<file path="src/hw/tlb_pkg.sv">
// Sized for 32-bit virtual addresses, 64 KiB pages and 128 sets per way, with cache codes 4 to 7 invalid
package tlb_pkg;

  // ==========================================================
  // Widths
  // ==========================================================
  parameter int VADDR_W     = 32;
  parameter int PAGE_SHIFT  = 16;  // Page offset bits
  parameter int TLB_INDEX_W = 7;   // Set index is vaddr[22:16]
  parameter int TAG_W       = 9;   // Tag is vaddr[31:23]
  parameter int ASID_W      = 16;
  parameter int PPN_W       = 16;  // PPN plus page offset gives a 32-bit physical address
  parameter int ROB_W       = 6;
  parameter int RGN_W       = 3;   // Eight regions
  parameter int CACHE_W     = 4;

  // Codes 8 to 15 are the write-through and write-back kinds
  parameter logic [CACHE_W-1:0] NC_NB         = 4'd0;
  parameter logic [CACHE_W-1:0] NON_CACHEABLE = 4'd1;
  parameter logic [CACHE_W-1:0] CACHEABLE_NB  = 4'd2;
  parameter logic [CACHE_W-1:0] CACHEABLE     = 4'd3;
  parameter logic [CACHE_W-1:0] WT_FIRST      = 4'd8;
  parameter logic [CACHE_W-1:0] WB_LAST       = 4'd15;

  // ==========================================================
  // Types
  // ==========================================================
  typedef enum logic [1:0] {
    OMD_USER    = 2'd0,
    OMD_SUPER   = 2'd1,
    OMD_HYPER   = 2'd2,
    OMD_MACHINE = 2'd3
  } omd_t;

  typedef logic [2:0] rwx_t;  // Read, write and execute bits

  typedef struct packed {
    logic [PPN_W-1:0]   ppn;
    logic [RGN_W-1:0]   rgn;
    rwx_t               urwx;   // A zero field takes the region's value
    rwx_t               srwx;
    rwx_t               hrwx;
    rwx_t               mrwx;
    logic [CACHE_W-1:0] cache;
  } pte_t;

  typedef struct packed {
    logic              valid;
    logic [TAG_W-1:0]  tag;
    logic [ASID_W-1:0] asid;
    pte_t              pte;
  } tlb_entry_t;

  typedef struct packed {
    logic                   wr;
    logic                   way;
    logic [TLB_INDEX_W-1:0] index;
    tlb_entry_t             entry;  // Writing valid 0 invalidates the slot
  } tlb_write_t;

  typedef struct packed {
    logic [VADDR_W-1:0] vaddr;
    logic [ASID_W-1:0]  asid;
    omd_t               omd;
  } lookup_req_t;

  typedef struct packed {
    logic             load;
    logic             store;
    logic [ROB_W-1:0] rob;
  } data_tag_t;

  typedef struct packed {
    logic                        valid;
    tlb_entry_t                  entry;
    logic [PPN_W+PAGE_SHIFT-1:0] paddr;
    logic [VADDR_W-1:0]          vaddr;
  } tlb_result_t;

  typedef struct packed {
    logic [VADDR_W-PAGE_SHIFT-1:0] vpn;   // vaddr[31:16]
    logic [ASID_W-1:0]             asid;
  } miss_t;

  typedef struct packed {
    rwx_t               rwx;
    logic [CACHE_W-1:0] cache;
  } mode_attr_t;

  typedef struct packed {
    mode_attr_t [3:0] at;  // Indexed by omd_t
  } region_attr_t;

  typedef struct packed {
    logic             wr;
    logic [RGN_W-1:0] rgn;
    region_attr_t     attr;
  } region_write_t;

  // Region code decides first, and the entry may only narrow a cacheable region
  function automatic logic [CACHE_W-1:0] merge_cache(input logic [CACHE_W-1:0] rgn_c,
                                                     input logic [CACHE_W-1:0] ent_c);
    logic [CACHE_W-1:0] res;
    case (rgn_c) inside
      NC_NB, NON_CACHEABLE: res = rgn_c;
      CACHEABLE_NB:         res = (ent_c == CACHEABLE) ? CACHEABLE_NB : ent_c;
      CACHEABLE:            res = ent_c;
      [WT_FIRST:WB_LAST]:   res = (ent_c <= NON_CACHEABLE) ? ent_c : rgn_c;
      default:              res = NC_NB;  // Invalid region codes fall back to uncached
    endcase
    return res;
  endfunction

endpackage

</file>
<file path="src/hw/tlb_lookup_stage.sv">
// One-cycle lookup result with stall hold, and a stalled request is neither looked up nor a miss
`timescale 1ns/1ps

module tlb_lookup_stage #(
  parameter bit HAS_TAG = 1'b1  // Data channel carries its load, store and ROB tag along
) (
  input  logic                 clk,
  input  logic                 rst,
  input  logic                 req_valid_i,
  input  logic                 stall_i,       // Tied low on the fetch channel
  input  tlb_pkg::lookup_req_t req_i,
  input  tlb_pkg::data_tag_t   tag_i,
  input  logic                 hit_i,
  input  tlb_pkg::tlb_entry_t  hit_entry_i,
  input  logic                 pending_i,     // Page already waits in the miss queue
  output tlb_pkg::tlb_result_t result_o,
  output tlb_pkg::omd_t        omd_o,         // Mode registered with the result
  output tlb_pkg::data_tag_t   tag_o,
  output logic                 miss_o,
  output tlb_pkg::miss_t       miss_o_entry
);

  tlb_pkg::tlb_result_t result_d;
  tlb_pkg::tlb_result_t result_q;
  tlb_pkg::omd_t        omd_q;

  // A miss or an idle cycle loads an all-zero result
  always_comb begin
    result_d = '0;
    if (req_valid_i && hit_i) begin
      result_d.valid = 1'b1;
      result_d.entry = hit_entry_i;
      result_d.paddr = {hit_entry_i.pte.ppn, req_i.vaddr[tlb_pkg::PAGE_SHIFT-1:0]};
      result_d.vaddr = req_i.vaddr;
    end
  end

  always_ff @(posedge clk) begin
    if (rst) begin
      result_q <= '0;
      omd_q    <= tlb_pkg::OMD_USER;
    end else if (!stall_i) begin  // Stall keeps the old result for the consumer
      result_q <= result_d;
      omd_q    <= req_i.omd;
    end
  end

  assign result_o = result_q;
  assign omd_o    = omd_q;

  generate
    if (HAS_TAG) begin : g_tag
      tlb_pkg::data_tag_t tag_q;
      always_ff @(posedge clk) begin
        if (rst) begin
          tag_q <= '0;
        end else if (!stall_i) begin
          tag_q <= tag_i;
        end
      end
      assign tag_o = tag_q;
    end else begin : g_no_tag
      assign tag_o = '0;  // Fetch has nothing to carry
    end
  endgenerate

  // Miss request goes to the queue in the same cycle as the lookup
  assign miss_o = req_valid_i && !stall_i && !hit_i && !pending_i;

  assign miss_o_entry.vpn  = req_i.vaddr[tlb_pkg::VADDR_W-1:tlb_pkg::PAGE_SHIFT];
  assign miss_o_entry.asid = req_i.asid;

endmodule

</file>
<file path="config.mk">
export PLATFORM = sky130hd
export DESIGN_NAME = tlb_lookup_stage
export DESIGN_NICKNAME = d
export VERILOG_FILES = /design/src/hw/tlb_pkg.sv /design/src/hw/tlb_lookup_stage.sv
export SDC_FILE = /design/constraint.sdc
export NUM_CORES = 1
export LEC_CHECK = 0
export ABC_CLOCK_PERIOD_IN_PS = 900
export BUFFER_PORTS_ARGS = -buffer_cell sky130_fd_sc_hd__buf_2
export CORE_ASPECT_RATIO = 0.5
export CORE_MARGIN = 3
export CORE_UTILIZATION = 44
export CTS_BUF_LIST = sky130_fd_sc_hd__clkbuf_4 sky130_fd_sc_hd__clkbuf_8
export DETAILED_ROUTE_END_ITERATION = 10
export PLACE_DENSITY = 0.85
export SYNTH_ARGS = -nofsm -noshare
export SYNTH_HDL_FRONTEND = slang
export SYNTH_SLANG_ARGS = --single-unit
</file>
<file path="constraint.sdc">
create_clock -name clk -period 0.9 [get_ports clk]
set_input_delay 0.045 -clock clk [delete_from_list [all_inputs] [get_ports clk]]
set_output_delay 0.045 -clock clk [all_outputs]
set_load 0.05 [all_outputs]
</file>
==> results.md <==
* Count leader, synth: dfxtp_1
* Max-Cap Viols at 0
* Total power at about 11000 uW
* Worst Hold Class: in2reg
* Post-Synthesis Cells at between 500 and 600
* Final setup margin at -0.0682 ns
* Tcrit/Tclk final at 1.08
* Post-Syn Area at ~4700 sq um
* Chip Height at 78.8 um
* Failing checks: negative setup slack
* CP Class: reg2out
* Synth area leaders: dfxtp_1, nand4b_1, buf_4
* Clk slew on worst S/H paths at roughly 0.1 ns
* Seq/Total Area, Yosys at 0.446
* Crit path buf inv count at 1
* Root Buffer: clkbuf_8
* Pin count of the biggest net entering global routing at 60
* Slew Viols, Final at 0
* Yosys reg bits at between 100 and 150
* CTS Sinks at ~100
* GPL Wtd Cong at 0.847
* Max Clk Rate at 1030 MHz
* Vias per cell at 5.89
* Most common flop cell mapped by yosys: dfxtp_1
* Largest area contributor in the netlist: dfxtp_1
* GRT overflow at 0
* First-pass GRT wire length at 30200 um
* CP startpoint kind: register
* VDD IR-drop max at slightly above 1000 uV
* Crit path cell chain: buf_8
* Unrepaired setup endpoints after global routing: true
* CTS tree: done
* Row cnt at 25
* Yosys warns at 0
* Total GRT Usage at 0.324
* Die area at about 12000 sq um
* Vias in the first global route at about 5500
* Final Hold Vio Count at 0
* CTS buffer count at 9
* Post-synth ARST share at 0
* Layout cell share with drive strength beyond 1 at 0.513
* Slowest stage delay, CP at 0.40 ns
* Die W at around 150 um
* Drt initial violations at around 470
* Initial Utilization at 0.472
* Number of top-level pins at roughly 300
* Commonest cells post-synth: dfxtp_1, a21oi_1, nand2_1
* DR pass1 iterations at 5
* Status: complete, but fails checks
* Netlist cell types at 12
* Worst Path Arrival at between 0.9 and 1 ns
* DRC at 0
* PwrDens at 1290 nW/um^2
* Setup tns final at -5.71 ns
* Antenna-violating nets left at 0
* Avg WL per Cell at between 20 and 25 um
* H-tree levels at 3
* Slew @ Worst Pin at about 0.30 ns
* Area Growth Syn to Fin at 85.2%
* Slowest CP cell: dfxtp_4
* Post-detail-place hpwl at around 9600 um
* Worst skew pair latency at roughly 0.37 ns
* CP Capture Type: output port
* Vias at 5703
* CP Data Required Time at ~0.85 ns
* Post-synth EDFFs at 0
* CP Max Fanout at 3
* Final nets at around 950
* Fin crit period at 0.968 ns
* Clock skew at 0 ns
* Leakage at 0.00355 uW
* Largest delay contributor family on the critical path: flip-flops
* CTS Buffer Depth at 2
* Synth top area share at 0.446
* Syn_nets at around 650
* Setup Viol. Count Final at ~140
* Std-Cell Core Area at slightly below 10000 sq um
* WL final at ~23000 um
* Avg Cell Area, Syn at a little under 9 sq um
* DP Worst Slack at about 0.0078 ns
* PortBufs at about 260
* Max-slew headroom at the worst pin at 0.798
* Antenna violations before repair at 0
[path summary, 6_finish.rpt]
kind / startpoint / end / slack (ns) / cells after the start
max: result_o[97] / result_o[62] / -0.07 / 1
min: rst / result_o[93] / 0.07 / 2
max reg2reg: tag_o[7] / tag_o[7] / 0.03 / 3
min reg2reg: result_o[16] / result_o[16] / 0.49 / 2
[stage by stage]
step	utilization	cell area, sq um	cells	hold WS [ns]
after floorplan	-	4800	527	0.157
after global placement	0.581	5750	823	0.0906
after detailed placement	0.581	5750	823	0.0906
after CTS	0.841	8310	950	0.0212
after global routing	0.875	8640	968	0.0583
final	0.875	8650	969	0.0658
[registers in the layout, summed over array words and instances (netlist names)]
signal	count
omd_o	2
tag_o	8
result_o	94
[cells by family (layout without fill, tap and decap cells)]
| group | Yosys count | after routing | share of synthesized area |
|---|---|---|---|
| flops | 104 | 104 | 0.446 |
| compound gates | 94 | 94 | 0.101 |
| mux | 10 | 10 | 0.0214 |
| buf+inv | 120 | 426 | 0.169 |
| simple gates | 199 | 199 | 0.263 |
| other cells | 0 | 1 | 0 |
[placed cells by master (no fill, tap or decap)]
cell           count
dlygate4sd3_1    104
clkinv_2           2
buf_2            122
mux2i_1           10
diode_2            1
nor2_1            10
clkbuf_8           9
buf_8            131
bufinv_16          3
dfxtp_2           73
a21oi_1           94
clkbuf_4           2
dfxtp_4           31
buf_12             9
nand4b_1          93
buf_4             40
nand2_1           94
nand3b_1           1
clkinvlp_4         1
buf_6              3
nor4b_4            1
[final cells by class]
cell class | count | area [sq um]
clock buffer | 10 | 131
sequential | 104 | 2290
tap | 135 | 169
multi-input combinational | 303 | 1810
antenna | 1 | 2.50
clock inverter | 6 | 108
timing repair buffer | 410 | 4140
fill | 394 | 1240
[routing by layer]
layer / wire (um) / part of all wire / vias up / global-route usage
li1: - / - / 2376 / -
met1: 7540 / 0.33 / 2697 / 0.334
met2: 11300 / 0.50 / 451 / 0.603
met3: 1800 / 0.080 / 179 / 0.0770
met4: 1870 / 0.083 / 0 / 0.185
met5: 0 / 0 / - / 0
[what timing repair did]
item                       in CTS  in global routing
setup endpoints to repair     136                137
gates resized for setup       389                 56
pin swaps                       0                  0
hold buffers                  104                  0
setup buffers                   7                 18
hold endpoints to repair      103                  0
[where the power goes]
group	total, uW	switching (uW)	internal (uW)
registers	4830	151	4680
logic	2760	1530	1220
clock network	3530	1660	1870
Note: power is estimated with default switching activity, not from simulation.
