--- config.mk ---
export PLATFORM = sky130hd
export DESIGN_NAME = tlb_attr_merge
export DESIGN_NICKNAME = d
export VERILOG_FILES = /design/src/hw/tlb_pkg.sv /design/src/hw/tlb_attr_merge.sv
export SDC_FILE = /design/constraint.sdc
export NUM_CORES = 1
export LEC_CHECK = 0
export BUFFER_PORTS_ARGS = -buffer_cell sky130_fd_sc_hd__buf_4
export CAP_MARGIN = 30
export CORE_MARGIN = 4
export CORE_UTILIZATION = 27
export DETAILED_ROUTE_END_ITERATION = 10
export GPL_TIMING_DRIVEN = 0
export PLACE_DENSITY = 0.91
export RECOVER_POWER = 50
export SLEW_MARGIN = 10
export SYNTH_ARGS = -nofsm -noshare
export SYNTH_HDL_FRONTEND = slang
export SYNTH_SLANG_ARGS = --single-unit
--- constraint.sdc ---
create_clock -name vclk -period 5
set_clock_uncertainty 0.05 [all_clocks]
set_input_delay 1 -clock vclk [all_inputs]
set_output_delay 1 -clock vclk [all_outputs]
set_load 0.01 [all_outputs]
--- src/hw/tlb_pkg.sv ---
// Sized for 32-bit virtual addresses, 64 KiB pages and 128 sets per way, with cache codes 4 to 7 invalid
package tlb_pkg;

  // ==========================================================
  // Widths
  // ==========================================================
  parameter int VADDR_W     = 32;
  parameter int PAGE_SHIFT  = 16;  // Page offset bits
  parameter int TLB_INDEX_W = 7;   // Set index is vaddr[22:16]
  parameter int TAG_W       = 9;   // Tag is vaddr[31:23]
  parameter int ASID_W      = 16;
  parameter int PPN_W       = 16;  // PPN plus page offset gives a 32-bit physical address
  parameter int ROB_W       = 6;
  parameter int RGN_W       = 3;   // Eight regions
  parameter int CACHE_W     = 4;

  // Codes 8 to 15 are the write-through and write-back kinds
  parameter logic [CACHE_W-1:0] NC_NB         = 4'd0;
  parameter logic [CACHE_W-1:0] NON_CACHEABLE = 4'd1;
  parameter logic [CACHE_W-1:0] CACHEABLE_NB  = 4'd2;
  parameter logic [CACHE_W-1:0] CACHEABLE     = 4'd3;
  parameter logic [CACHE_W-1:0] WT_FIRST      = 4'd8;
  parameter logic [CACHE_W-1:0] WB_LAST       = 4'd15;

  // ==========================================================
  // Types
  // ==========================================================
  typedef enum logic [1:0] {
    OMD_USER    = 2'd0,
    OMD_SUPER   = 2'd1,
    OMD_HYPER   = 2'd2,
    OMD_MACHINE = 2'd3
  } omd_t;

  typedef logic [2:0] rwx_t;  // Read, write and execute bits

  typedef struct packed {
    logic [PPN_W-1:0]   ppn;
    logic [RGN_W-1:0]   rgn;
    rwx_t               urwx;   // A zero field takes the region's value
    rwx_t               srwx;
    rwx_t               hrwx;
    rwx_t               mrwx;
    logic [CACHE_W-1:0] cache;
  } pte_t;

  typedef struct packed {
    logic              valid;
    logic [TAG_W-1:0]  tag;
    logic [ASID_W-1:0] asid;
    pte_t              pte;
  } tlb_entry_t;

  typedef struct packed {
    logic                   wr;
    logic                   way;
    logic [TLB_INDEX_W-1:0] index;
    tlb_entry_t             entry;  // Writing valid 0 invalidates the slot
  } tlb_write_t;

  typedef struct packed {
    logic [VADDR_W-1:0] vaddr;
    logic [ASID_W-1:0]  asid;
    omd_t               omd;
  } lookup_req_t;

  typedef struct packed {
    logic             load;
    logic             store;
    logic [ROB_W-1:0] rob;
  } data_tag_t;

  typedef struct packed {
    logic                        valid;
    tlb_entry_t                  entry;
    logic [PPN_W+PAGE_SHIFT-1:0] paddr;
    logic [VADDR_W-1:0]          vaddr;
  } tlb_result_t;

  typedef struct packed {
    logic [VADDR_W-PAGE_SHIFT-1:0] vpn;   // vaddr[31:16]
    logic [ASID_W-1:0]             asid;
  } miss_t;

  typedef struct packed {
    rwx_t               rwx;
    logic [CACHE_W-1:0] cache;
  } mode_attr_t;

  typedef struct packed {
    mode_attr_t [3:0] at;  // Indexed by omd_t
  } region_attr_t;

  typedef struct packed {
    logic             wr;
    logic [RGN_W-1:0] rgn;
    region_attr_t     attr;
  } region_write_t;

  // Region code decides first, and the entry may only narrow a cacheable region
  function automatic logic [CACHE_W-1:0] merge_cache(input logic [CACHE_W-1:0] rgn_c,
                                                     input logic [CACHE_W-1:0] ent_c);
    logic [CACHE_W-1:0] res;
    case (rgn_c) inside
      NC_NB, NON_CACHEABLE: res = rgn_c;
      CACHEABLE_NB:         res = (ent_c == CACHEABLE) ? CACHEABLE_NB : ent_c;
      CACHEABLE:            res = ent_c;
      [WT_FIRST:WB_LAST]:   res = (ent_c <= NON_CACHEABLE) ? ent_c : rgn_c;
      default:              res = NC_NB;  // Invalid region codes fall back to uncached
    endcase
    return res;
  endfunction

endpackage

--- src/hw/tlb_attr_merge.sv ---
// Purely combinational, and an invalid entry passes through unchanged as all zero
`timescale 1ns/1ps

module tlb_attr_merge (
  input  tlb_pkg::tlb_entry_t   entry_i,
  input  tlb_pkg::omd_t         omd_i,    // Mode of the registered lookup
  input  tlb_pkg::region_attr_t attr_i,   // Attributes of the entry's region
  output tlb_pkg::tlb_entry_t   entry_o
);

  always_comb begin
    entry_o = entry_i;
    if (entry_i.valid) begin
      // Zero permissions in the PTE defer to the region for that mode
      if (entry_i.pte.urwx == '0) begin
        entry_o.pte.urwx = attr_i.at[tlb_pkg::OMD_USER].rwx;
      end
      if (entry_i.pte.srwx == '0) begin
        entry_o.pte.srwx = attr_i.at[tlb_pkg::OMD_SUPER].rwx;
      end
      if (entry_i.pte.hrwx == '0) begin
        entry_o.pte.hrwx = attr_i.at[tlb_pkg::OMD_HYPER].rwx;
      end
      if (entry_i.pte.mrwx == '0) begin
        entry_o.pte.mrwx = attr_i.at[tlb_pkg::OMD_MACHINE].rwx;
      end
      entry_o.pte.cache = tlb_pkg::merge_cache(attr_i.at[omd_i].cache,  // Only the
                                               entry_i.pte.cache);      // current mode counts
    end
  end

endmodule

==> impl_summary.md <==
Status
The flow ran to the end, and the final reports show no timing, DRC or antenna violations.

Timing
The number of hold violations in the final report is 0. Headroom to the max-slew limit came out at 73.5%. Setup total negative slack on the finished layout was measured at 0 ns. Dividing the final minimum period by the clock period gives 71.3%. The actual slew at the worst max-slew pin is 0.397 ns. The final critical path time including I/O delays and setup is approximately 3.6 ns. The peak clock frequency supported by timing is between 0.2 and 0.3 GHz.

Setup repair after global routing left no endpoint under its margin. Setup violations remaining at the end of the flow were counted as 0. The count of final max-slew check failures came to 0.

Min path
The start point of the worst min-delay path is entry_i[46]. The class of the tightest hold or removal check is in -> out. The endpoint with the worst hold slack is entry_o[46].

Counting instances, the worst hold path has a depth of 2.

Critical path
The data required time of the critical path is roughly 4.0 ns. Traced cell by cell, the critical path runs through buf_4 -> mux4_1 -> nor4b_1 -> o221ai_1 -> a32o_2 -> buf_4. STA classifies the critical path startpoint as an input pin.

The critical path is of the in -> out type. The largest delay contributor family on the critical path is multiplexers. The largest stage delay on the critical path is about 0.59 ns. At the worst endpoint, the arrival time is 2.52 ns. The critical path's slowest cell is sky130_fd_sc_hd__mux4_1. The kind of end point of the critical path is an output port. The largest driver fanout on the critical path is 4.

The critical path contains buffers and inverters numbering 2 combined. The most used cell along the critical path is sky130_fd_sc_hd__buf_4.

Cells and area
The number of nets in the layout is about 290. Clock buffers in the final layout number 0. The repair_antennas step left the layout with diodes totalling 0. Of the cells placed in the final design, the portion with a size suffix greater than 1 is roughly 70%. The final cell count without fillers is ~230.

The share of the core filled with cells in the final layout is between 50% and 60%. The number of sequential storage elements is 0. The area growth from synthesis to layout is 105%. The total area of sequential cells is 0 um2.

The multi-input logic area is 324 um2. After filler insertion, the fill cell instance count of the layout stands at 250.

GRT
The first global-routing pass estimated 4400 um of wire. The global-route met2 utilization is 33.9%. For this run, global-route usage on met3 was measured as 4.39%. Global routing used 15.7% of the available met1 tracks. The via count of the first global-routing pass is 922.

Entering global routing, the biggest net connects 11 pins. The number of antenna violations at the first check in global routing is 0. The total global-route track usage is 16.0%.

The global route total overflow is 0. The layer carrying the most global-route usage is met2.

Floorplan
The die is between 50 and 60 um tall. The effective utilization at floorplan is 28.2%. The total die area is 3470 um2.

The area of the core region is roughly 2500 um2. The number of primary I/O pins is 152. The die is ~60 um wide. The initialized floorplan defines 18 standard-cell rows.

Place
The count of input and output buffers is around 110. Detailed placement ended at an HPWL of 3060 um. The routability congestion estimate is 0.761. The number of placed instances, taps included, is 225.

Detailed routing
For this run, the detailed router's first-pass iteration total came to 4. The routed layout has 985 vias. The mean routed wirelength per cell is 14.6 um. After the first detailed-routing iteration, the DRC count stood at 30. Dividing the detail-routed via count by the number of cells gives around 4.4.

Once detail routing completed, the nets flagged for antenna violations numbered 0. The wire length reported by the detailed router is roughly 3300 um. For this run, design rule violations remaining after detail routing come to 0.

Yosys
The number of warnings reported in the yosys synthesis log is 0. The number of nets in the synthesized netlist is 178. The most area-hungry cell type in the Yosys netlist is sky130_fd_sc_hd__buf_4.

The netlist area before placement is 699 um2. Yosys attributes the largest share of cell area to sky130_fd_sc_hd__buf_4, sky130_fd_sc_hd__a31o_2, sky130_fd_sc_hd__mux4_1. The library cell with the highest instance count after synthesis is sky130_fd_sc_hd__buf_4. Counting every instance in the synthesized netlist gives 87. The part of the Yosys area used for sequential elements is 0%. The mean instance size in the synthesized netlist is ~8.0 um2.

In the synthesized netlist, the cells that appear most often are sky130_fd_sc_hd__buf_4, sky130_fd_sc_hd__inv_1, sky130_fd_sc_hd__a31o_2, sky130_fd_sc_hd__a41o_1, sky130_fd_sc_hd__nor2b_1. In this run the biggest area consumer among cell types represents 48.3% of the synthesized area. After synthesis, the netlist uses 18 different library cells.

Power
For this design the ratio of total power to cell area is roughly 94 nW/um2. The total power of the final layout is 0.135 mW. The largest vdd supply drop is approximately 0.000054 V. The analysis attributes to cell leakage a power of between 0.8 and 0.9 nW.

CTS
The number of gates given a new drive strength after cts is 0. The post-cts hold buffer count is 0. In this run the post-CTS setup repair buffer count came out at 0.

Flow run
The number of maximum-capacitance violations is 0.
## cells in the final DEF (no fill, tap or decap)
| master | n |
|---|---|
| sky130_fd_sc_hd__mux4_1 | 2 |
| sky130_fd_sc_hd__inv_1 | 9 |
| sky130_fd_sc_hd__nor2b_1 | 4 |
| sky130_fd_sc_hd__clkbuf_1 | 31 |
| sky130_fd_sc_hd__a31o_2 | 8 |
| sky130_fd_sc_hd__o221ai_1 | 1 |
| sky130_fd_sc_hd__a32o_2 | 1 |
| sky130_fd_sc_hd__a22o_1 | 2 |
| sky130_fd_sc_hd__a21o_1 | 1 |
| sky130_fd_sc_hd__and3_2 | 1 |
| sky130_fd_sc_hd__nand2_1 | 2 |
| sky130_fd_sc_hd__mux4_2 | 2 |
| sky130_fd_sc_hd__buf_4 | 123 |
| sky130_fd_sc_hd__o31ai_1 | 1 |
| sky130_fd_sc_hd__or3b_1 | 1 |
| sky130_fd_sc_hd__nor4b_1 | 1 |
| sky130_fd_sc_hd__a41o_1 | 4 |
| sky130_fd_sc_hd__or3_1 | 1 |
## cells by family after synthesis
kind of cell	after synthesis	synth area share, %
AO/OA/AOI/OAI	18	23.3
buffers and inverters	55	53.7
multiplexers	4	14.0
AND/OR/NAND/NOR	10	9.12
## worst max path at each step
stage,cells after the start,slack [ns],startpoint,endpoint
2_1_floorplan,4,1.73,omd_i[0],entry_o[0]
4_1_cts,6,1.41,omd_i[0],entry_o[0]
3_3_place_gp,6,1.43,omd_i[0],entry_o[0]
3_5_place_dp,6,1.42,omd_i[0],entry_o[0]
6_report,6,1.43,omd_i[0],entry_o[0]
5_1_grt,6,1.36,omd_i[0],entry_o[0]
## layer usage
| layer | wire, um | vias to the layer above |
|---|---|---|
| li1 | - | 482 |
| met5 | 0 | - |
| met1 | 978 | 424 |
| met4 | 0 | 0 |
| met2 | 1830 | 79 |
| met3 | 470 | 0 |
## per-stage QoR
stage | hold WS (ns) | instance area, um2 | worst slack (ns)
5_1_grt | 2.14 | 1440 | 1.36
3_5_place_dp | 2.13 | 1550 | 1.42
4_1_cts | 2.13 | 1550 | 1.41
2_1_floorplan | 2.04 | 699 | 1.73
6_report | 2.13 | 1440 | 1.43
3_3_place_gp | 2.13 | 1550 | 1.43
## final cells by class
type | instances | share of cell area, %
well taps | 30 | 2.62
repair buffers | 108 | 48.6
multi-input cells | 32 | 22.6
inverters | 9 | 2.35
plain buffers | 46 | 23.8
## power breakdown
part	internal (mW)	switching [mW]	total [mW]
Clock	0	0	0
Sequential	0	0	0
Combinational	0.0847	0.0502	0.135
(Power assumes the default switching activity.)
