**config.mk**
```make
export PLATFORM = sky130hd
export DESIGN_NAME = tlb_miss_queue
export DESIGN_NICKNAME = d
export VERILOG_FILES = /design/src/hw/tlb_pkg.sv /design/src/hw/tlb_miss_queue.sv
export SDC_FILE = /design/constraint.sdc
export NUM_CORES = 2
export LEC_CHECK = 0
export BUFFER_PORTS_ARGS = -buffer_cell sky130_fd_sc_hd__buf_2
export CORE_MARGIN = 10
export CORE_UTILIZATION = 40
export CTS_BUF_LIST = sky130_fd_sc_hd__clkbuf_4
export DETAILED_ROUTE_END_ITERATION = 10
export GPL_TIMING_DRIVEN = 0
export SYNTH_ARGS = -nofsm -noshare
export SYNTH_HDL_FRONTEND = slang
export SYNTH_SLANG_ARGS = --single-unit
```
**constraint.sdc**
```tcl
create_clock -name clk -period 5.44 [get_ports clk]
set_input_delay 1.632 -clock clk [delete_from_list [all_inputs] [get_ports clk]]
set_output_delay 1.632 -clock clk [all_outputs]
set_load 0.01 [all_outputs]
```
**src/hw/tlb_pkg.sv**
```systemverilog
// Sized for 32-bit virtual addresses, 64 KiB pages and 128 sets per way, with cache codes 4 to 7 invalid
package tlb_pkg;

  // ==========================================================
  // Widths
  // ==========================================================
  parameter int VADDR_W     = 32;
  parameter int PAGE_SHIFT  = 16;  // Page offset bits
  parameter int TLB_INDEX_W = 7;   // Set index is vaddr[22:16]
  parameter int TAG_W       = 9;   // Tag is vaddr[31:23]
  parameter int ASID_W      = 16;
  parameter int PPN_W       = 16;  // PPN plus page offset gives a 32-bit physical address
  parameter int ROB_W       = 6;
  parameter int RGN_W       = 3;   // Eight regions
  parameter int CACHE_W     = 4;

  // Codes 8 to 15 are the write-through and write-back kinds
  parameter logic [CACHE_W-1:0] NC_NB         = 4'd0;
  parameter logic [CACHE_W-1:0] NON_CACHEABLE = 4'd1;
  parameter logic [CACHE_W-1:0] CACHEABLE_NB  = 4'd2;
  parameter logic [CACHE_W-1:0] CACHEABLE     = 4'd3;
  parameter logic [CACHE_W-1:0] WT_FIRST      = 4'd8;
  parameter logic [CACHE_W-1:0] WB_LAST       = 4'd15;

  // ==========================================================
  // Types
  // ==========================================================
  typedef enum logic [1:0] {
    OMD_USER    = 2'd0,
    OMD_SUPER   = 2'd1,
    OMD_HYPER   = 2'd2,
    OMD_MACHINE = 2'd3
  } omd_t;

  typedef logic [2:0] rwx_t;  // Read, write and execute bits

  typedef struct packed {
    logic [PPN_W-1:0]   ppn;
    logic [RGN_W-1:0]   rgn;
    rwx_t               urwx;   // A zero field takes the region's value
    rwx_t               srwx;
    rwx_t               hrwx;
    rwx_t               mrwx;
    logic [CACHE_W-1:0] cache;
  } pte_t;

  typedef struct packed {
    logic              valid;
    logic [TAG_W-1:0]  tag;
    logic [ASID_W-1:0] asid;
    pte_t              pte;
  } tlb_entry_t;

  typedef struct packed {
    logic                   wr;
    logic                   way;
    logic [TLB_INDEX_W-1:0] index;
    tlb_entry_t             entry;  // Writing valid 0 invalidates the slot
  } tlb_write_t;

  typedef struct packed {
    logic [VADDR_W-1:0] vaddr;
    logic [ASID_W-1:0]  asid;
    omd_t               omd;
  } lookup_req_t;

  typedef struct packed {
    logic             load;
    logic             store;
    logic [ROB_W-1:0] rob;
  } data_tag_t;

  typedef struct packed {
    logic                        valid;
    tlb_entry_t                  entry;
    logic [PPN_W+PAGE_SHIFT-1:0] paddr;
    logic [VADDR_W-1:0]          vaddr;
  } tlb_result_t;

  typedef struct packed {
    logic [VADDR_W-PAGE_SHIFT-1:0] vpn;   // vaddr[31:16]
    logic [ASID_W-1:0]             asid;
  } miss_t;

  typedef struct packed {
    rwx_t               rwx;
    logic [CACHE_W-1:0] cache;
  } mode_attr_t;

  typedef struct packed {
    mode_attr_t [3:0] at;  // Indexed by omd_t
  } region_attr_t;

  typedef struct packed {
    logic             wr;
    logic [RGN_W-1:0] rgn;
    region_attr_t     attr;
  } region_write_t;

  // Region code decides first, and the entry may only narrow a cacheable region
  function automatic logic [CACHE_W-1:0] merge_cache(input logic [CACHE_W-1:0] rgn_c,
                                                     input logic [CACHE_W-1:0] ent_c);
    logic [CACHE_W-1:0] res;
    case (rgn_c) inside
      NC_NB, NON_CACHEABLE: res = rgn_c;
      CACHEABLE_NB:         res = (ent_c == CACHEABLE) ? CACHEABLE_NB : ent_c;
      CACHEABLE:            res = ent_c;
      [WT_FIRST:WB_LAST]:   res = (ent_c <= NON_CACHEABLE) ? ent_c : rgn_c;
      default:              res = NC_NB;  // Invalid region codes fall back to uncached
    endcase
    return res;
  endfunction

endpackage

```
**src/hw/tlb_miss_queue.sv**
```systemverilog
// MISSQ_DEPTH must be a power of two of at least 4, and the walker returns exactly one credit per issue
`timescale 1ns/1ps

module tlb_miss_queue #(
  parameter int MISSQ_DEPTH    = 16,
  parameter int WALKER_CREDITS = 4
) (
  input  logic           clk,
  input  logic           rst,
  input  logic           push_a_i,     // Fetch miss, enqueued ahead of data
  input  tlb_pkg::miss_t miss_a_i,
  input  logic           push_b_i,     // Data miss
  input  tlb_pkg::miss_t miss_b_i,
  input  tlb_pkg::miss_t probe_a_i,
  input  tlb_pkg::miss_t probe_b_i,
  output logic           pending_a_o,
  output logic           pending_b_o,
  input  logic           credit_i,     // One pulse per finished walk
  output logic           miss_valid_o,
  output tlb_pkg::miss_t miss_o
);

  localparam int AW = $clog2(MISSQ_DEPTH);
  localparam int NW = $clog2(MISSQ_DEPTH + 1);
  localparam int CW = $clog2(WALKER_CREDITS + 1);

  tlb_pkg::miss_t mem_q [MISSQ_DEPTH];  // Slot payload

  logic [AW-1:0]          head_q;
  logic [AW-1:0]          tail_q;
  logic [AW-1:0]          tail_b;
  logic [NW-1:0]          count_q;
  logic [CW-1:0]          credits_q;
  logic                   room;
  logic                   do_a;
  logic                   do_b;
  logic                   issue;
  logic [MISSQ_DEPTH-1:0] occ;

  // ==========================================================
  // Push side
  // ==========================================================
  // Two free slots cover both pushers, else both misses drop and retry
  assign room   = count_q <= NW'(MISSQ_DEPTH - 2);
  assign do_a   = push_a_i && room;
  assign do_b   = push_b_i && room;
  assign tail_b = tail_q + AW'(do_a);  // Data lands behind fetch in the same cycle

  always_ff @(posedge clk) begin
    if (do_a) begin
      mem_q[tail_q] <= miss_a_i;
    end
    if (do_b) begin
      mem_q[tail_b] <= miss_b_i;
    end
  end

  // Only slots between head and tail take part in the pending search
  always_comb begin
    logic [AW-1:0] rel;
    pending_a_o = 1'b0;
    pending_b_o = 1'b0;
    for (int i = 0; i < MISSQ_DEPTH; i++) begin
      rel    = AW'(i) - head_q;  // Distance from the head, wrapping
      occ[i] = NW'(rel) < count_q;
      if (occ[i] && (mem_q[i] == probe_a_i)) begin
        pending_a_o = 1'b1;
      end
      if (occ[i] && (mem_q[i] == probe_b_i)) begin
        pending_b_o = 1'b1;
      end
    end
  end

  // ==========================================================
  // Issue side
  // ==========================================================
  assign issue        = (count_q != '0) && (credits_q != '0);
  assign miss_valid_o = issue;  // Head pops at the same edge
  assign miss_o       = mem_q[head_q];

  always_ff @(posedge clk) begin
    if (rst) begin
      head_q    <= '0;
      tail_q    <= '0;
      count_q   <= '0;
      credits_q <= CW'(WALKER_CREDITS);  // Walker starts idle
    end else begin
      head_q    <= head_q + AW'(issue);
      tail_q    <= tail_b + AW'(do_b);
      count_q   <= count_q + NW'(do_a) + NW'(do_b) - NW'(issue);
      credits_q <= credits_q - CW'(issue) + CW'(credit_i);
    end
  end

  // Occupancy accumulates over many cycles of pushes and pops
  a_occupancy_bound: assert property (@(posedge clk) disable iff (rst)
    count_q <= NW'(MISSQ_DEPTH));

  // A walker that returns more credits than it took would break the limit
  a_credit_bound: assert property (@(posedge clk) disable iff (rst)
    credits_q <= CW'(WALKER_CREDITS));

endmodule

```
==> impl_results.rst <==
.. list-table::
   :header-rows: 1

   * - Metric
     - Value
   * - Net switching share of the total power
     - 0.4416
   * - Largest area contributor in the netlist
     - sky130_fd_sc_hd__edfxtp_1
   * - Crit path DAT
     - 4.50 ns
   * - Leading post-synthesis cells by cell area
     - sky130_fd_sc_hd__edfxtp_1 39%, sky130_fd_sc_hd__xnor2_1 23%, sky130_fd_sc_hd__mux2_2 14%, sky130_fd_sc_hd__mux4_2 9.1%, sky130_fd_sc_hd__nand4_1 4.1%
   * - Largest net degree at the start of global routing
     - 19
   * - #FFs+latches synth
     - 528
   * - Peak ir drop on the vdd network
     - 0.3116 mV
   * - Final worst-path cycle share
     - 1.126
   * - Total iterations of the first detailed-routing run
     - 6
   * - Number of distinct library cells after synthesis
     - 45
   * - Setup Crit Path Kind
     - input pin to output pin
   * - Cell area after synthesis
     - 39770 µm²
   * - Max Buffers Root-to-Sink
     - 3
   * - I/O pin count
     - 168
   * - RSZ-0062 raised after global routing
     - yes
   * - Worst reg-to-reg setup slack
     - 1.22 ns
   * - Area growth syn-to-layout
     - 16.22%
   * - Effective utilization at floorplan
     - 0.4035
   * - Count of synthesis-stage warnings from yosys
     - 0
   * - Clock power share
     - 0.215
   * - Bufs and invs on worst path
     - 3
   * - Sum of negative setup slack
     - -1.218 ns
   * - Launching element type of the critical path
     - input pin
   * - Clock Pin Slew Worst Setup and Hold Paths
     - 0.06 ns
   * - Count of nets after finishing
     - 3587
   * - Share of synthesized area occupied by flip-flops and latches
     - 0.3946
   * - Largest stage delay on the critical path
     - 0.70 ns
   * - Internal Pwr Total
     - 10.08 mW
   * - Max-cap violations
     - 0
   * - Combined global-route utilization of all metal layers
     - 0.4713
   * - Placement Cell Area
     - 42840 µm²
   * - Static Leak
     - 14.57 nW
   * - Areal power density over the cells
     - 390.6 nW/µm²
   * - First-pass GRT wire length
     - 338200 µm
   * - Maximum clock frequency
     - 0.1632 GHz
   * - Min Clock Period, post-route
     - 6.127 ns
   * - Worst max-slew margin expressed relative to the limit
     - 0.01608
   * - Area fraction of the dominant cell type after synthesis
     - 0.3866
   * - Final Wtd Congestion
     - 1.140
   * - CTS Root Cell
     - sky130_fd_sc_hd__clkbuf_4
   * - Maximum fanout count along the critical path
     - 10
   * - Hold Slack
     - 0.5790 ns
   * - Placeable core area
     - 98560 µm²
   * - Overall routed net length
     - 270800 µm
   * - CP required
     - 3.81 ns
   * - Slew at the pin closest to its max-slew limit
     - 1.476 ns
   * - Number of buffer cells added on primary ports
     - 103
   * - Count of mapped cells out of synthesis
     - 3102
   * - Result of the run
     - complete, but fails checks
   * - Ratio of cells with drive above 1 in the final layout
     - 0.3994
   * - Type of the most critical hold path
     - register to register
   * - Vias in the first global route
     - 30890
   * - Detail Route Antenna Nets
     - 0
   * - Switching power of the nets
     - 7.974 mW
   * - TritonCTS Sinks
     - 528
   * - Chip Width
     - 335.3 µm
   * - Violations in the final reports
     - setup timing
   * - Clock tree from TritonCTS
     - yes
   * - Detailed-route vias per instance
     - 6.937
   * - Reg power frac
     - 0.325
   * - Post-route clock skew
     - 0.05650 ns
   * - Post-Synthesis Mean Instance Area
     - 12.82 µm²
   * - Number of antenna violations at the first check in global routing
     - 28
   * - Worst slack at placement
     - -1.652 ns
   * - Number of CTS-inserted buffers
     - 148
   * - Count of standard-cell rows
     - 115
   * - Die outline height
     - 335.3 µm
   * - Number of remaining DRC errors
     - 0
   * - Final setup viols
     - 2
   * - Total die area
     - 112400 µm²
   * - Final hold viol count
     - 0
   * - Critical Path Sink Type
     - output pin
   * - Final setup margin
     - -0.6874 ns
   * - Global-route congestion overflow total
     - 0
   * - Cell type group with the largest total delay on the critical path
     - simple AND/OR/NAND/NOR gates
   * - Design Power
     - 18.05 mW
   * - Slowest cell on the critical path
     - sky130_fd_sc_hd__nor4_2
   * - HPWL after detailed placement
     - 219500 µm
   * - Net count after synthesis
     - 3290
   * - Count of final max-slew check failures
     - 0
   * - Maximum level of the CTS H-tree
     - 4
   * - Final instance area
     - 46220 µm²
   * - Routed via count
     - 33290
   * - Iteration-0 DRC Markers
     - 6490
   * - Number of hold-repair buffers added at the cts stage
     - 0
   * - Chain of cells forming the critical path
     - buf_2 -> buf_4 -> xnor2_1 -> nand4_1 -> nor4_2 -> o211ai_1 -> o2111ai_1 -> or4_4 -> buf_6
   * - Post-DR wirelength/cell
     - 56.42 µm
   * - Worst-Skew Late Latency
     - 1.12 ns
   * - Proportion of power drawn by combinational gates
     - 0.460
cell usage after synthesis (all sizes together):
| library cell | number |
|---|---|
| a21o | 8 |
| a21oi | 20 |
| a22oi | 1 |
| a31oi | 2 |
| and3 | 1 |
| buf | 198 |
| clkbuf | 86 |
| dfxtp | 16 |
| edfxtp | 512 |
| fa | 3 |
| ha | 52 |
| inv | 30 |
| mux2 | 512 |
| mux4 | 160 |
| nand2 | 26 |
| nand2b | 4 |
| nand3 | 5 |
| nand3b | 1 |
| nand4 | 260 |
| nor2 | 28 |
| nor2b | 7 |
| nor3 | 1 |
| nor4 | 64 |
| o2111ai | 4 |
| o211ai | 26 |
| o21a | 1 |
| o21ai | 12 |
| o21bai | 2 |
| o22ai | 8 |
| or2 | 1 |
| or2b | 1 |
| or3 | 2 |
| or4 | 2 |
| xnor2 | 1037 |
| xor2 | 9 |
sequential cells by signal, summed over array words and instances, names as in the netlist:
name	count
count_q	5
credits_q	3
mem_q	512
tail_q	4
head_q	4
cells in the final DEF (no fill, tap or decap), types with 17 or more instances in the layout:
| cell | n |
|---|---|
| sky130_fd_sc_hd__xnor2_1 | 991 |
| sky130_fd_sc_hd__edfxtp_1 | 512 |
| sky130_fd_sc_hd__mux2_2 | 477 |
| sky130_fd_sc_hd__nand4_1 | 260 |
| sky130_fd_sc_hd__clkbuf_4 | 215 |
| sky130_fd_sc_hd__buf_2 | 191 |
| sky130_fd_sc_hd__mux4_2 | 160 |
| sky130_fd_sc_hd__buf_4 | 79 |
| sky130_fd_sc_hd__clkbuf_1 | 69 |
| sky130_fd_sc_hd__ha_1 | 45 |
| sky130_fd_sc_hd__xnor2_2 | 41 |
| sky130_fd_sc_hd__mux2_1 | 35 |
| sky130_fd_sc_hd__buf_12 | 33 |
| sky130_fd_sc_hd__buf_6 | 29 |
| sky130_fd_sc_hd__o211ai_1 | 26 |
| sky130_fd_sc_hd__nor4_4 | 26 |
| sky130_fd_sc_hd__inv_1 | 24 |
| sky130_fd_sc_hd__clkinv_1 | 23 |
| sky130_fd_sc_hd__nor4_1 | 20 |
| sky130_fd_sc_hd__nor2_1 | 19 |
| sky130_fd_sc_hd__nor4_2 | 18 |
| sky130_fd_sc_hd__nand2_1 | 17 |
tightest hold or removal path, stage by stage, from the launching register on:
cell and delay, ns:
sky130_fd_sc_hd__dfxtp_1 0.34, sky130_fd_sc_hd__xnor2_1 0.14, sky130_fd_sc_hd__nand2b_1 0.06
area by class of cell:
type	count	area, µm²
buffer	281	1852
multi-input combinational	2260	23670
sequential	528	15700
clock buffer	211	1584
clock inverter	43	307.8
antenna	9	22.52
timing repair buffer	150	1344
tap	1287	1610
inverter	30	132.6
fill	9089	52340
kinds of logic (layout without fill, tap and decap cells):
logic type,count (synthesis),in the layout,synth area share
XOR/XNOR,1046,1046,0.2303
multiplexers,672,672,0.2356
flip-flops,528,528,0.3946
AND/OR/NAND/NOR,403,403,0.06301
buffers and inverters,314,715,0.04492
AO/OA/AOI/OAI,84,84,0.01365
adder cells (fa/ha/maj),55,55,0.01787
other,0,9,0
through the flow:
stage / utilization / std cells
4_1_cts: 0.4655 / 4790
2_1_floorplan: - / 3102
3_3_place_gp: 0.4251 / 4492
3_5_place_dp: 0.4346 / 4526
5_1_grt: 0.4688 / 4793
6_report: 0.4690 / 4799
metal layers:
layer  vias up  routed length [µm]  track usage
met5         -                 154            0
met4        24               24380       0.3335
met3       810               37080       0.1797
met2      3311              109600       0.6638
met1     16970               99620       0.5861
li1      12180                   -            -
worst paths after layout:
kind                     start       endpoint  depth (start not counted)
setup / recovery  probe_a_i[4]    pending_a_o                          9
hold / removal    credits_q[1]   credits_q[2]                          2
setup reg to reg    count_q[4]  mem_q[14][17]                         12
hold reg to reg   credits_q[1]   credits_q[2]                          2
repair_timing:
action	CTS	global route
pin swaps	18	28
endpoints found under the setup margin	34	14
gates cloned	0	0
setup buffers	11	2
resized for setup	203	59
power groups by stage:
stage          Sequential [mW]  Combinational [mW]  Clock [mW]
2_1_floorplan             5.40                4.14           0
3_3_place_gp              5.97                7.07           0
3_5_place_dp              5.86                7.37           0
4_1_cts                   5.78                7.77        3.87
5_1_grt                   5.81                8.35        4.07
6_report                  5.86                8.30        3.89
(Power assumes the default switching activity.)
