==> src/hw/tlb_pkg.sv <==
// Sized for 32-bit virtual addresses, 64 KiB pages and 128 sets per way, with cache codes 4 to 7 invalid
package tlb_pkg;

  // ==========================================================
  // Widths
  // ==========================================================
  parameter int VADDR_W     = 32;
  parameter int PAGE_SHIFT  = 16;  // Page offset bits
  parameter int TLB_INDEX_W = 7;   // Set index is vaddr[22:16]
  parameter int TAG_W       = 9;   // Tag is vaddr[31:23]
  parameter int ASID_W      = 16;
  parameter int PPN_W       = 16;  // PPN plus page offset gives a 32-bit physical address
  parameter int ROB_W       = 6;
  parameter int RGN_W       = 3;   // Eight regions
  parameter int CACHE_W     = 4;

  // Codes 8 to 15 are the write-through and write-back kinds
  parameter logic [CACHE_W-1:0] NC_NB         = 4'd0;
  parameter logic [CACHE_W-1:0] NON_CACHEABLE = 4'd1;
  parameter logic [CACHE_W-1:0] CACHEABLE_NB  = 4'd2;
  parameter logic [CACHE_W-1:0] CACHEABLE     = 4'd3;
  parameter logic [CACHE_W-1:0] WT_FIRST      = 4'd8;
  parameter logic [CACHE_W-1:0] WB_LAST       = 4'd15;

  // ==========================================================
  // Types
  // ==========================================================
  typedef enum logic [1:0] {
    OMD_USER    = 2'd0,
    OMD_SUPER   = 2'd1,
    OMD_HYPER   = 2'd2,
    OMD_MACHINE = 2'd3
  } omd_t;

  typedef logic [2:0] rwx_t;  // Read, write and execute bits

  typedef struct packed {
    logic [PPN_W-1:0]   ppn;
    logic [RGN_W-1:0]   rgn;
    rwx_t               urwx;   // A zero field takes the region's value
    rwx_t               srwx;
    rwx_t               hrwx;
    rwx_t               mrwx;
    logic [CACHE_W-1:0] cache;
  } pte_t;

  typedef struct packed {
    logic              valid;
    logic [TAG_W-1:0]  tag;
    logic [ASID_W-1:0] asid;
    pte_t              pte;
  } tlb_entry_t;

  typedef struct packed {
    logic                   wr;
    logic                   way;
    logic [TLB_INDEX_W-1:0] index;
    tlb_entry_t             entry;  // Writing valid 0 invalidates the slot
  } tlb_write_t;

  typedef struct packed {
    logic [VADDR_W-1:0] vaddr;
    logic [ASID_W-1:0]  asid;
    omd_t               omd;
  } lookup_req_t;

  typedef struct packed {
    logic             load;
    logic             store;
    logic [ROB_W-1:0] rob;
  } data_tag_t;

  typedef struct packed {
    logic                        valid;
    tlb_entry_t                  entry;
    logic [PPN_W+PAGE_SHIFT-1:0] paddr;
    logic [VADDR_W-1:0]          vaddr;
  } tlb_result_t;

  typedef struct packed {
    logic [VADDR_W-PAGE_SHIFT-1:0] vpn;   // vaddr[31:16]
    logic [ASID_W-1:0]             asid;
  } miss_t;

  typedef struct packed {
    rwx_t               rwx;
    logic [CACHE_W-1:0] cache;
  } mode_attr_t;

  typedef struct packed {
    mode_attr_t [3:0] at;  // Indexed by omd_t
  } region_attr_t;

  typedef struct packed {
    logic             wr;
    logic [RGN_W-1:0] rgn;
    region_attr_t     attr;
  } region_write_t;

  // Region code decides first, and the entry may only narrow a cacheable region
  function automatic logic [CACHE_W-1:0] merge_cache(input logic [CACHE_W-1:0] rgn_c,
                                                     input logic [CACHE_W-1:0] ent_c);
    logic [CACHE_W-1:0] res;
    case (rgn_c) inside
      NC_NB, NON_CACHEABLE: res = rgn_c;
      CACHEABLE_NB:         res = (ent_c == CACHEABLE) ? CACHEABLE_NB : ent_c;
      CACHEABLE:            res = ent_c;
      [WT_FIRST:WB_LAST]:   res = (ent_c <= NON_CACHEABLE) ? ent_c : rgn_c;
      default:              res = NC_NB;  // Invalid region codes fall back to uncached
    endcase
    return res;
  endfunction

endpackage

==> src/hw/tlb_region_table.sv <==
// Eight regions written through a plain config port, and a write is seen by reads from the next cycle
`timescale 1ns/1ps

module tlb_region_table (
  input  logic                         clk,
  input  logic                         rst,
  input  tlb_pkg::region_write_t       wr_i,
  input  logic [tlb_pkg::RGN_W-1:0]    rgn_a_i,   // Data channel region
  input  logic [tlb_pkg::RGN_W-1:0]    rgn_b_i,   // Fetch channel region
  output tlb_pkg::region_attr_t        attr_a_o,
  output tlb_pkg::region_attr_t        attr_b_o
);

  localparam int REGIONS = 2 ** tlb_pkg::RGN_W;

  tlb_pkg::region_attr_t tbl_q [REGIONS];

  always_ff @(posedge clk) begin
    if (rst) begin
      for (int r = 0; r < REGIONS; r++) begin
        tbl_q[r] <= '0;  // No permissions and uncached until configured
      end
    end else if (wr_i.wr) begin
      tbl_q[wr_i.rgn] <= wr_i.attr;
    end
  end

  // Combinational reads feed the merge on the registered entries
  assign attr_a_o = tbl_q[rgn_a_i];
  assign attr_b_o = tbl_q[rgn_b_i];

endmodule

==> config.mk <==
export PLATFORM = sky130hd
export DESIGN_NAME = tlb_region_table
export DESIGN_NICKNAME = d
export VERILOG_FILES = /design/src/hw/tlb_pkg.sv /design/src/hw/tlb_region_table.sv
export SDC_FILE = /design/constraint.sdc
export NUM_CORES = 1
export LEC_CHECK = 0
export BUFFER_PORTS_ARGS = -buffer_cell sky130_fd_sc_hd__buf_2
export CAP_MARGIN = 10
export CORE_MARGIN = 4
export CORE_UTILIZATION = 50
export CTS_CLUSTER_SIZE = 40
export DETAILED_ROUTE_END_ITERATION = 7
export GPL_TIMING_DRIVEN = 0
export PLACE_DENSITY_LB_ADDON = 0.05
export SKIP_CTS_REPAIR_TIMING = 1
export SLEW_MARGIN = 20
export SYNTH_ARGS = -nofsm -noshare
export SYNTH_HDL_FRONTEND = slang
export SYNTH_SLANG_ARGS = --single-unit
==> constraint.sdc <==
create_clock -name clk -period 6.3 [get_ports clk]
set_input_delay 1.26 -clock clk [delete_from_list [all_inputs] [get_ports clk]]
set_output_delay 1.26 -clock clk [all_outputs]
set_load 0.01 [all_outputs]
==> results.sh, run 1 <==
export IMPL_status="finished clean"
export IMPL_nets=903
export IMPL_synthCells=739
export IMPL_drt_wl_total_um=35100
export IMPL_vias=7827
export IMPL_grt_pass1_vias=8312
export IMPL_clockRootBuffer="clkbuf_16"
export IMPL_layout_min_cycle_time_ns=4.41
export IMPL_clock_sinks=224
export IMPL_path_clk_slew_ns=0.06
export IMPL_fp_dieArea_mm2=0.0262
export IMPL_internal_power_uw=2800
export IMPL_grt_max_degree=19
export IMPL_tns_ns=0
export IMPL_num_rows=56
export IMPL_synth_compound_area_frac=0.00507
export IMPL_setup_viol_count_final=0
export IMPL_n_antenna_cell=0
export IMPL_post_route_period_util=0.701
export IMPL_synth_xor_area_share=0
export IMPL_synth_simple_area_share=0.102
export IMPL_power_uw=3730
export IMPL_antenna_found_initial=0
export IMPL_largestRegisters="tbl_q: 224 flops"
export IMPL_clockBufferDepth=3
export IMPL_yosysTopAreaCellShare=0.567
export IMPL_drt_iter0_markers=753
export IMPL_slew_violations=0
export IMPL_max_slew_margin=0.360
export IMPL_largest_reg_flops=224
export IMPL_yosys_warnings=0
export IMPL_hold_path_depth=3
export IMPL_worstHoldStart="wr_i[12]"
export IMPL_synth_area_per_cell_um2=16.0
export IMPL_yosys_top_cells_area="edfxtp_1 (57%), mux4_2 (16%), nor3_1 (9.0%), mux4_1 (6.6%), mux2_2 (5.3%)"
export IMPL_max_slew_worst_pin_slew_ns=0.960
export IMPL_seqPwrFrac=0.477
export IMPL_grt_overflow=0
export IMPL_core_mm2=0.0234
export IMPL_grt_pass1_wl_um=51800
export IMPL_synthAdderAreaFrac=0
export IMPL_syn_cell_area_mm2=0.0119
export IMPL_dp_hpwl_um=23200
export IMPL_drive_gt1_frac=0.369
export IMPL_hold_viol=0
export IMPL_p_per_area_mw_per_mm2=271
export IMPL_fin_util=0.588
export IMPL_worst_ep_arrival_time_ns=3.15
export IMPL_min_path_type="in -> reg"
export IMPL_start_util=0.507
export IMPL_switching_power_uw=930
export IMPL_drv_max_cap_violation_count=0
export IMPL_track_usage=0.268
export IMPL_area_delta_synth_final_pct=16.1
export IMPL_cts_buffers=25
export IMPL_synth_top_area_cell="edfxtp_1"
export IMPL_yosysUniqueCellTypes=19
export IMPL_leakage_uw=0.00447
export IMPL_routedWlPerCell_um=29.2
export IMPL_die_h_um=162
export IMPL_fmax_ghz=0.227
export IMPL_cts_tree="yes"
export IMPL_gp_congestion=0.807
export IMPL_first_pass_iters=5
export IMPL_critPathLaunchType="input port"
export IMPL_die_x_um=162
export IMPL_ios=96
export IMPL_seq_area_frac_synth=0.567
export IMPL_regMostFlops="tbl_q"
export IMPL_syn_num_nets=779
export IMPL_p_clk_frac=0.374
export IMPL_worstPathMaxFanout=10
export IMPL_io_buffers=89
export IMPL_switching_share=0.250
export IMPL_ant_nets=0
export IMPL_combPwrFrac=0.149
export IMPL_synth_top_family_by_area="multiplexers"
export IMPL_viasPerCell=6.52
export IMPL_cts_htree_levels=1
export IMPL_required_ns=5.04
export IMPL_peakVddDrop_mv=0.217
export IMPL_cp_end_kind="primary output"
export IMPL_crit_type="in -> out"
export IMPL_synth_mux_area_fraction=0.275
export IMPL_rsz0062_at_grt="false"
export IMPL_drc=0
export IMPL_synth_seq_cells=224
export IMPL_min_to="tbl_q[4][12]"
per-layer routing:
layer  vias to the layer above  GRT usage  wire length [um]
li1                       3288          -                 -
met4                         0     0.0757               945
met1                      4050      0.351             13500
met2                       414      0.459             17500
met5                         -          0                 0
met3                        75     0.0556              3060
worst max-delay path, cell delays in order:
cell and delay, ns:
clkbuf_1 0.61, buf_2 0.45, mux4_2 0.36, mux2_2 0.32, buf_2 0.15
cell type report:
type / count / area (um2)
inverter: 28 / 105
tap: 319 / 399
clock inverter: 15 / 124
fill: 1896 / 9640
sequential: 224 / 6730
multi-input combinational: 406 / 4630
clock buffer: 30 / 644
timing repair buffer: 97 / 651
buffer: 81 / 487
logic make-up after synthesis:
family,after synthesis
DFF,224
and+or+nand+nor,230
AOI/OAI and AO/OA,8
buffers and inverters,109
muxes,168
power by group through the flow:
stage	Clock (uW)	Combinational (uW)	Sequential (uW)
2_1_floorplan	0	347	1790
3_3_place_gp	0	523	1800
4_1_cts	1400	557	1780
3_5_place_dp	0	554	1810
5_1_grt	1470	584	1790
6_report	1390	555	1780
worst max path at each step:
stage	from	end	slack, ns	cells past startpoint
final	rgn_a_i[2]	attr_a_o[14]	1.89	5
after global routing	rgn_b_i[2]	attr_b_o[5]	1.87	5
after CTS	rgn_a_i[2]	attr_a_o[14]	1.94	5
after detailed placement	rgn_a_i[2]	attr_a_o[14]	1.94	5
after global placement	wr_i[28]	tbl_q[0][10]	0.73	6
after floorplan	wr_i[29]	tbl_q[1][0]	2.45	5
cells in the mapped netlist, drive strengths merged:
cell / number
clkbuf: 39
edfxtp: 224
or3b: 1
mux4: 112
or2: 1
nand2: 1
nor3: 224
clkinv: 28
mux2: 56
nand3b: 1
buf: 42
o21bai: 8
nand2b: 2
metrics by stage:
step	setup WS [ns]	hold slack (ns)	cell area (um2)	instances
floorplan	2.45	1.59	11900	739
global placement	0.728	1.73	12700	1147
detailed placement	1.94	1.74	13000	1155
CTS	1.94	1.20	13800	1200
global route	1.87	1.21	13800	1200
finish	1.89	1.21	13800	1200
cells in the final DEF, fill, tap and decap left out:
cell type and count:
nand3b_1 1, bufinv_16 2, clkbuf_2 2, nand2_1 1
edfxtp_1 224, buf_12 10, clkinv_2 8, mux4_1 30
nor3_2 10, clkbuf_16 25, nor3_1 214, mux2_2 56
buf_6 3, or2_2 1, buf_2 111, buf_1 9
or3b_1 1, buf_16 6, clkinv_4 1, o21bai_4 8
clkinv_1 32, nand2b_1 2, clkbuf_1 42, mux4_2 82
(Power assumes the default switching activity.)
==> inputs of run 2 (changes only) <==
--- a/config.mk
+++ b/config.mk
@@ -5,6 +5,7 @@
 export SDC_FILE = /design/constraint.sdc
 export NUM_CORES = 1
 export LEC_CHECK = 0
+export ABC_AREA = 1
 export BUFFER_PORTS_ARGS = -buffer_cell sky130_fd_sc_hd__buf_2
 export CAP_MARGIN = 10
 export CORE_MARGIN = 4
==> constraint.sdc (replaced) <==
create_clock -name clk -period 3.8 [get_ports clk]
set_input_delay 0.76 -clock clk [delete_from_list [all_inputs] [get_ports clk]]
set_output_delay 0.76 -clock clk [all_outputs]
set_load 0.01 [all_outputs]
==> results.sh, run 2 <==
export IMPL_worst_ep_arrival_time_ns=2.15
export IMPL_syn_cell_area_mm2=0.0132
export IMPL_drv_max_cap_violation_count=0
export IMPL_nets=1964
export IMPL_critPathLaunchType="input port"
export IMPL_peakVddDrop_mv=0.356
export IMPL_largest_reg_flops=224
export IMPL_vias=12100
export IMPL_drt_iter0_markers=1438
export IMPL_core_mm2=0.0261
export IMPL_synth_seq_cells=224
export IMPL_post_route_period_util=0.765
export IMPL_synth_edff_count=224
export IMPL_fin_ws_ns=0.892
export IMPL_post_place_ws_ns=0.894
export IMPL_yosysMostFrequentCell="nand2_1"
export IMPL_p_clk_frac=0.381
export IMPL_largestRegisters="tbl_q: 224 flops"
export IMPL_viasPerCell=5.33
export IMPL_gp_congestion=0.905
export IMPL_required_ns=3.04
export IMPL_cts_buffers=27
export IMPL_fp_dieArea_mm2=0.0291
export IMPL_num_rows=59
export IMPL_clockBufferDepth=3
export IMPL_synth_common_cells="nand2_1 (745), inv_1 (257), edfxtp_1 (224), nand3_1 (224), nor2_1 (218)"
export IMPL_io_buffers=93
export IMPL_crit_type="in -> out"
export IMPL_tns_ns=0
export IMPL_hold_path_depth=3
export IMPL_yosysUniqueCellTypes=15
export IMPL_internal_power_uw=4550
export IMPL_n_antenna_cell=0
export IMPL_switching_share=0.285
export IMPL_clock_sinks=224
export IMPL_p_per_area_mw_per_mm2=421
export IMPL_status="finished clean"
export IMPL_drc=0
export IMPL_grt_max_degree=23
export IMPL_cts_htree_levels=1
export IMPL_seqPwrFrac=0.457
export IMPL_switching_power_uw=1810
export IMPL_fmax_ghz=0.344
export IMPL_synth_area_per_cell_um2=7.37
export IMPL_ios=96
export IMPL_leakage_uw=0.00777
export IMPL_synthCells=1794
export IMPL_ys_flop_type="edfxtp_1"
export IMPL_routedWlPerCell_um=19.5
export IMPL_grt_pass1_wl_um=66500
export IMPL_setup_viol_count_final=0
export IMPL_synth_top_area_cell="edfxtp_1"
export IMPL_numPlacedInstances=2230
export IMPL_drt_wl_total_um=44500
export IMPL_max_slew_worst_pin_slew_ns=0.677
export IMPL_grt_pass1_vias=11600
export IMPL_regMostFlops="tbl_q"
export IMPL_final_cells=2279
export IMPL_hold_viol=0
export IMPL_die_h_um=171
export IMPL_synthArstFlopShare=0
export IMPL_combPwrFrac=0.162
export IMPL_seq_area_frac_synth=0.509
export IMPL_rsz0062_at_grt="false"
export IMPL_fin_util=0.580
export IMPL_worstPathMaxFanout=10
export IMPL_antenna_found_initial=0
export IMPL_slew_violations=0
export IMPL_syn_num_nets=1834
export IMPL_cts_tree="yes"
export IMPL_yosys_top_cells_area="edfxtp_1 (51%), nand2_1 (21%), nand3_1 (8.5%), inv_1 (7.3%), nor2_1 (6.2%)"
export IMPL_drive_gt1_frac=0.133
export IMPL_die_x_um=171
export IMPL_ant_nets=0
export IMPL_area_delta_synth_final_pct=14.3
export IMPL_multi_input_area_mm2=0.00485
export IMPL_clockRootBuffer="clkbuf_16"
export IMPL_cp_end_kind="primary output"
export IMPL_start_util=0.507
export IMPL_track_usage=0.303
export IMPL_min_path_type="in -> reg"
export IMPL_layout_common_cells="nand2_1 (737), inv_1 (257), nand3_1 (224), edfxtp_1 (224), nor2_1 (218)"
export IMPL_max_slew_margin=0.549
export IMPL_path_clk_slew_ns=0.06
export IMPL_fillers=2454
export IMPL_dp_hpwl_um=30000
export IMPL_grt_overflow=0
export IMPL_yosysTopAreaCellShare=0.509
export IMPL_first_pass_iters=6
export IMPL_layout_min_cycle_time_ns=2.91
export IMPL_final_common_cell="nand2_1"
export IMPL_regArea_mm2=0.00673
export IMPL_yosys_warnings=0
[run 2: changes by cell type in the layout (fill, tap and decap cells not counted), sizes merged, moves of 8 or more]
cell    previous run  this run
buf              139       204
clkbuf            69        36
clkinv            41        15
inv                0       264
mux2              56         0
mux4             112         0
nand2              1       746
nand3              0       224
nor2               0       229
nor3             224         0
o21bai             8         0
[run 2: power groups by stage]
stage               sequential, uW  combinational (uW)  clock, uW
detailed placement            2960                1010          0
global route                  2920                1130       2520
global placement              2960                 966          0
CTS                           2910                1020       2420
floorplan                     2950                 635          0
finish                        2910                1030       2420
[run 2: worst max-delay path, stage by stage]
cell and delay, ns:
buf_2 0.10, buf_2 0.29, buf_1 0.54, nand2_1 0.20, nand2_1 0.11, buf_2 0.13
[run 2: final cells by class]
cell class | count | share of cell area
sequential | 224 | 0.445
inverter | 263 | 0.0654
clock buffer | 31 | 0.0457
buffer | 108 | 0.0446
clock inverter | 18 | 0.00754
timing repair buffer | 101 | 0.0429
multi-input combinational | 1199 | 0.321
tap | 335 | 0.0277
[run 2: logic make-up after synthesis]
kind of cell           share of synthesized area
buffers and inverters                      0.126
DFF                                        0.509
and+or+nand+nor                            0.365
[run 2: worst paths after layout]
path / from / to
setup / recovery: rgn_a_i[2] / attr_a_o[17]
hold / removal: wr_i[4] / tbl_q[1][4]
[run 2: per-stage QoR]
step	hold WS [ns]	area, um2	power, uW
final	0.618	15100	6360
after global routing	0.659	15100	6580
after CTS	0.618	15100	6350
after detailed placement	1.18	14300	3970
after global placement	1.18	14100	3930
after floorplan	1.05	13200	3590
[run 2: routing by layer]
metal / GRT usage / routed length, um
met3: 0.0289 / 3840
met1: 0.422 / 18500
met2: 0.490 / 20300
met4: 0.130 / 1920
met5: 0 / 0
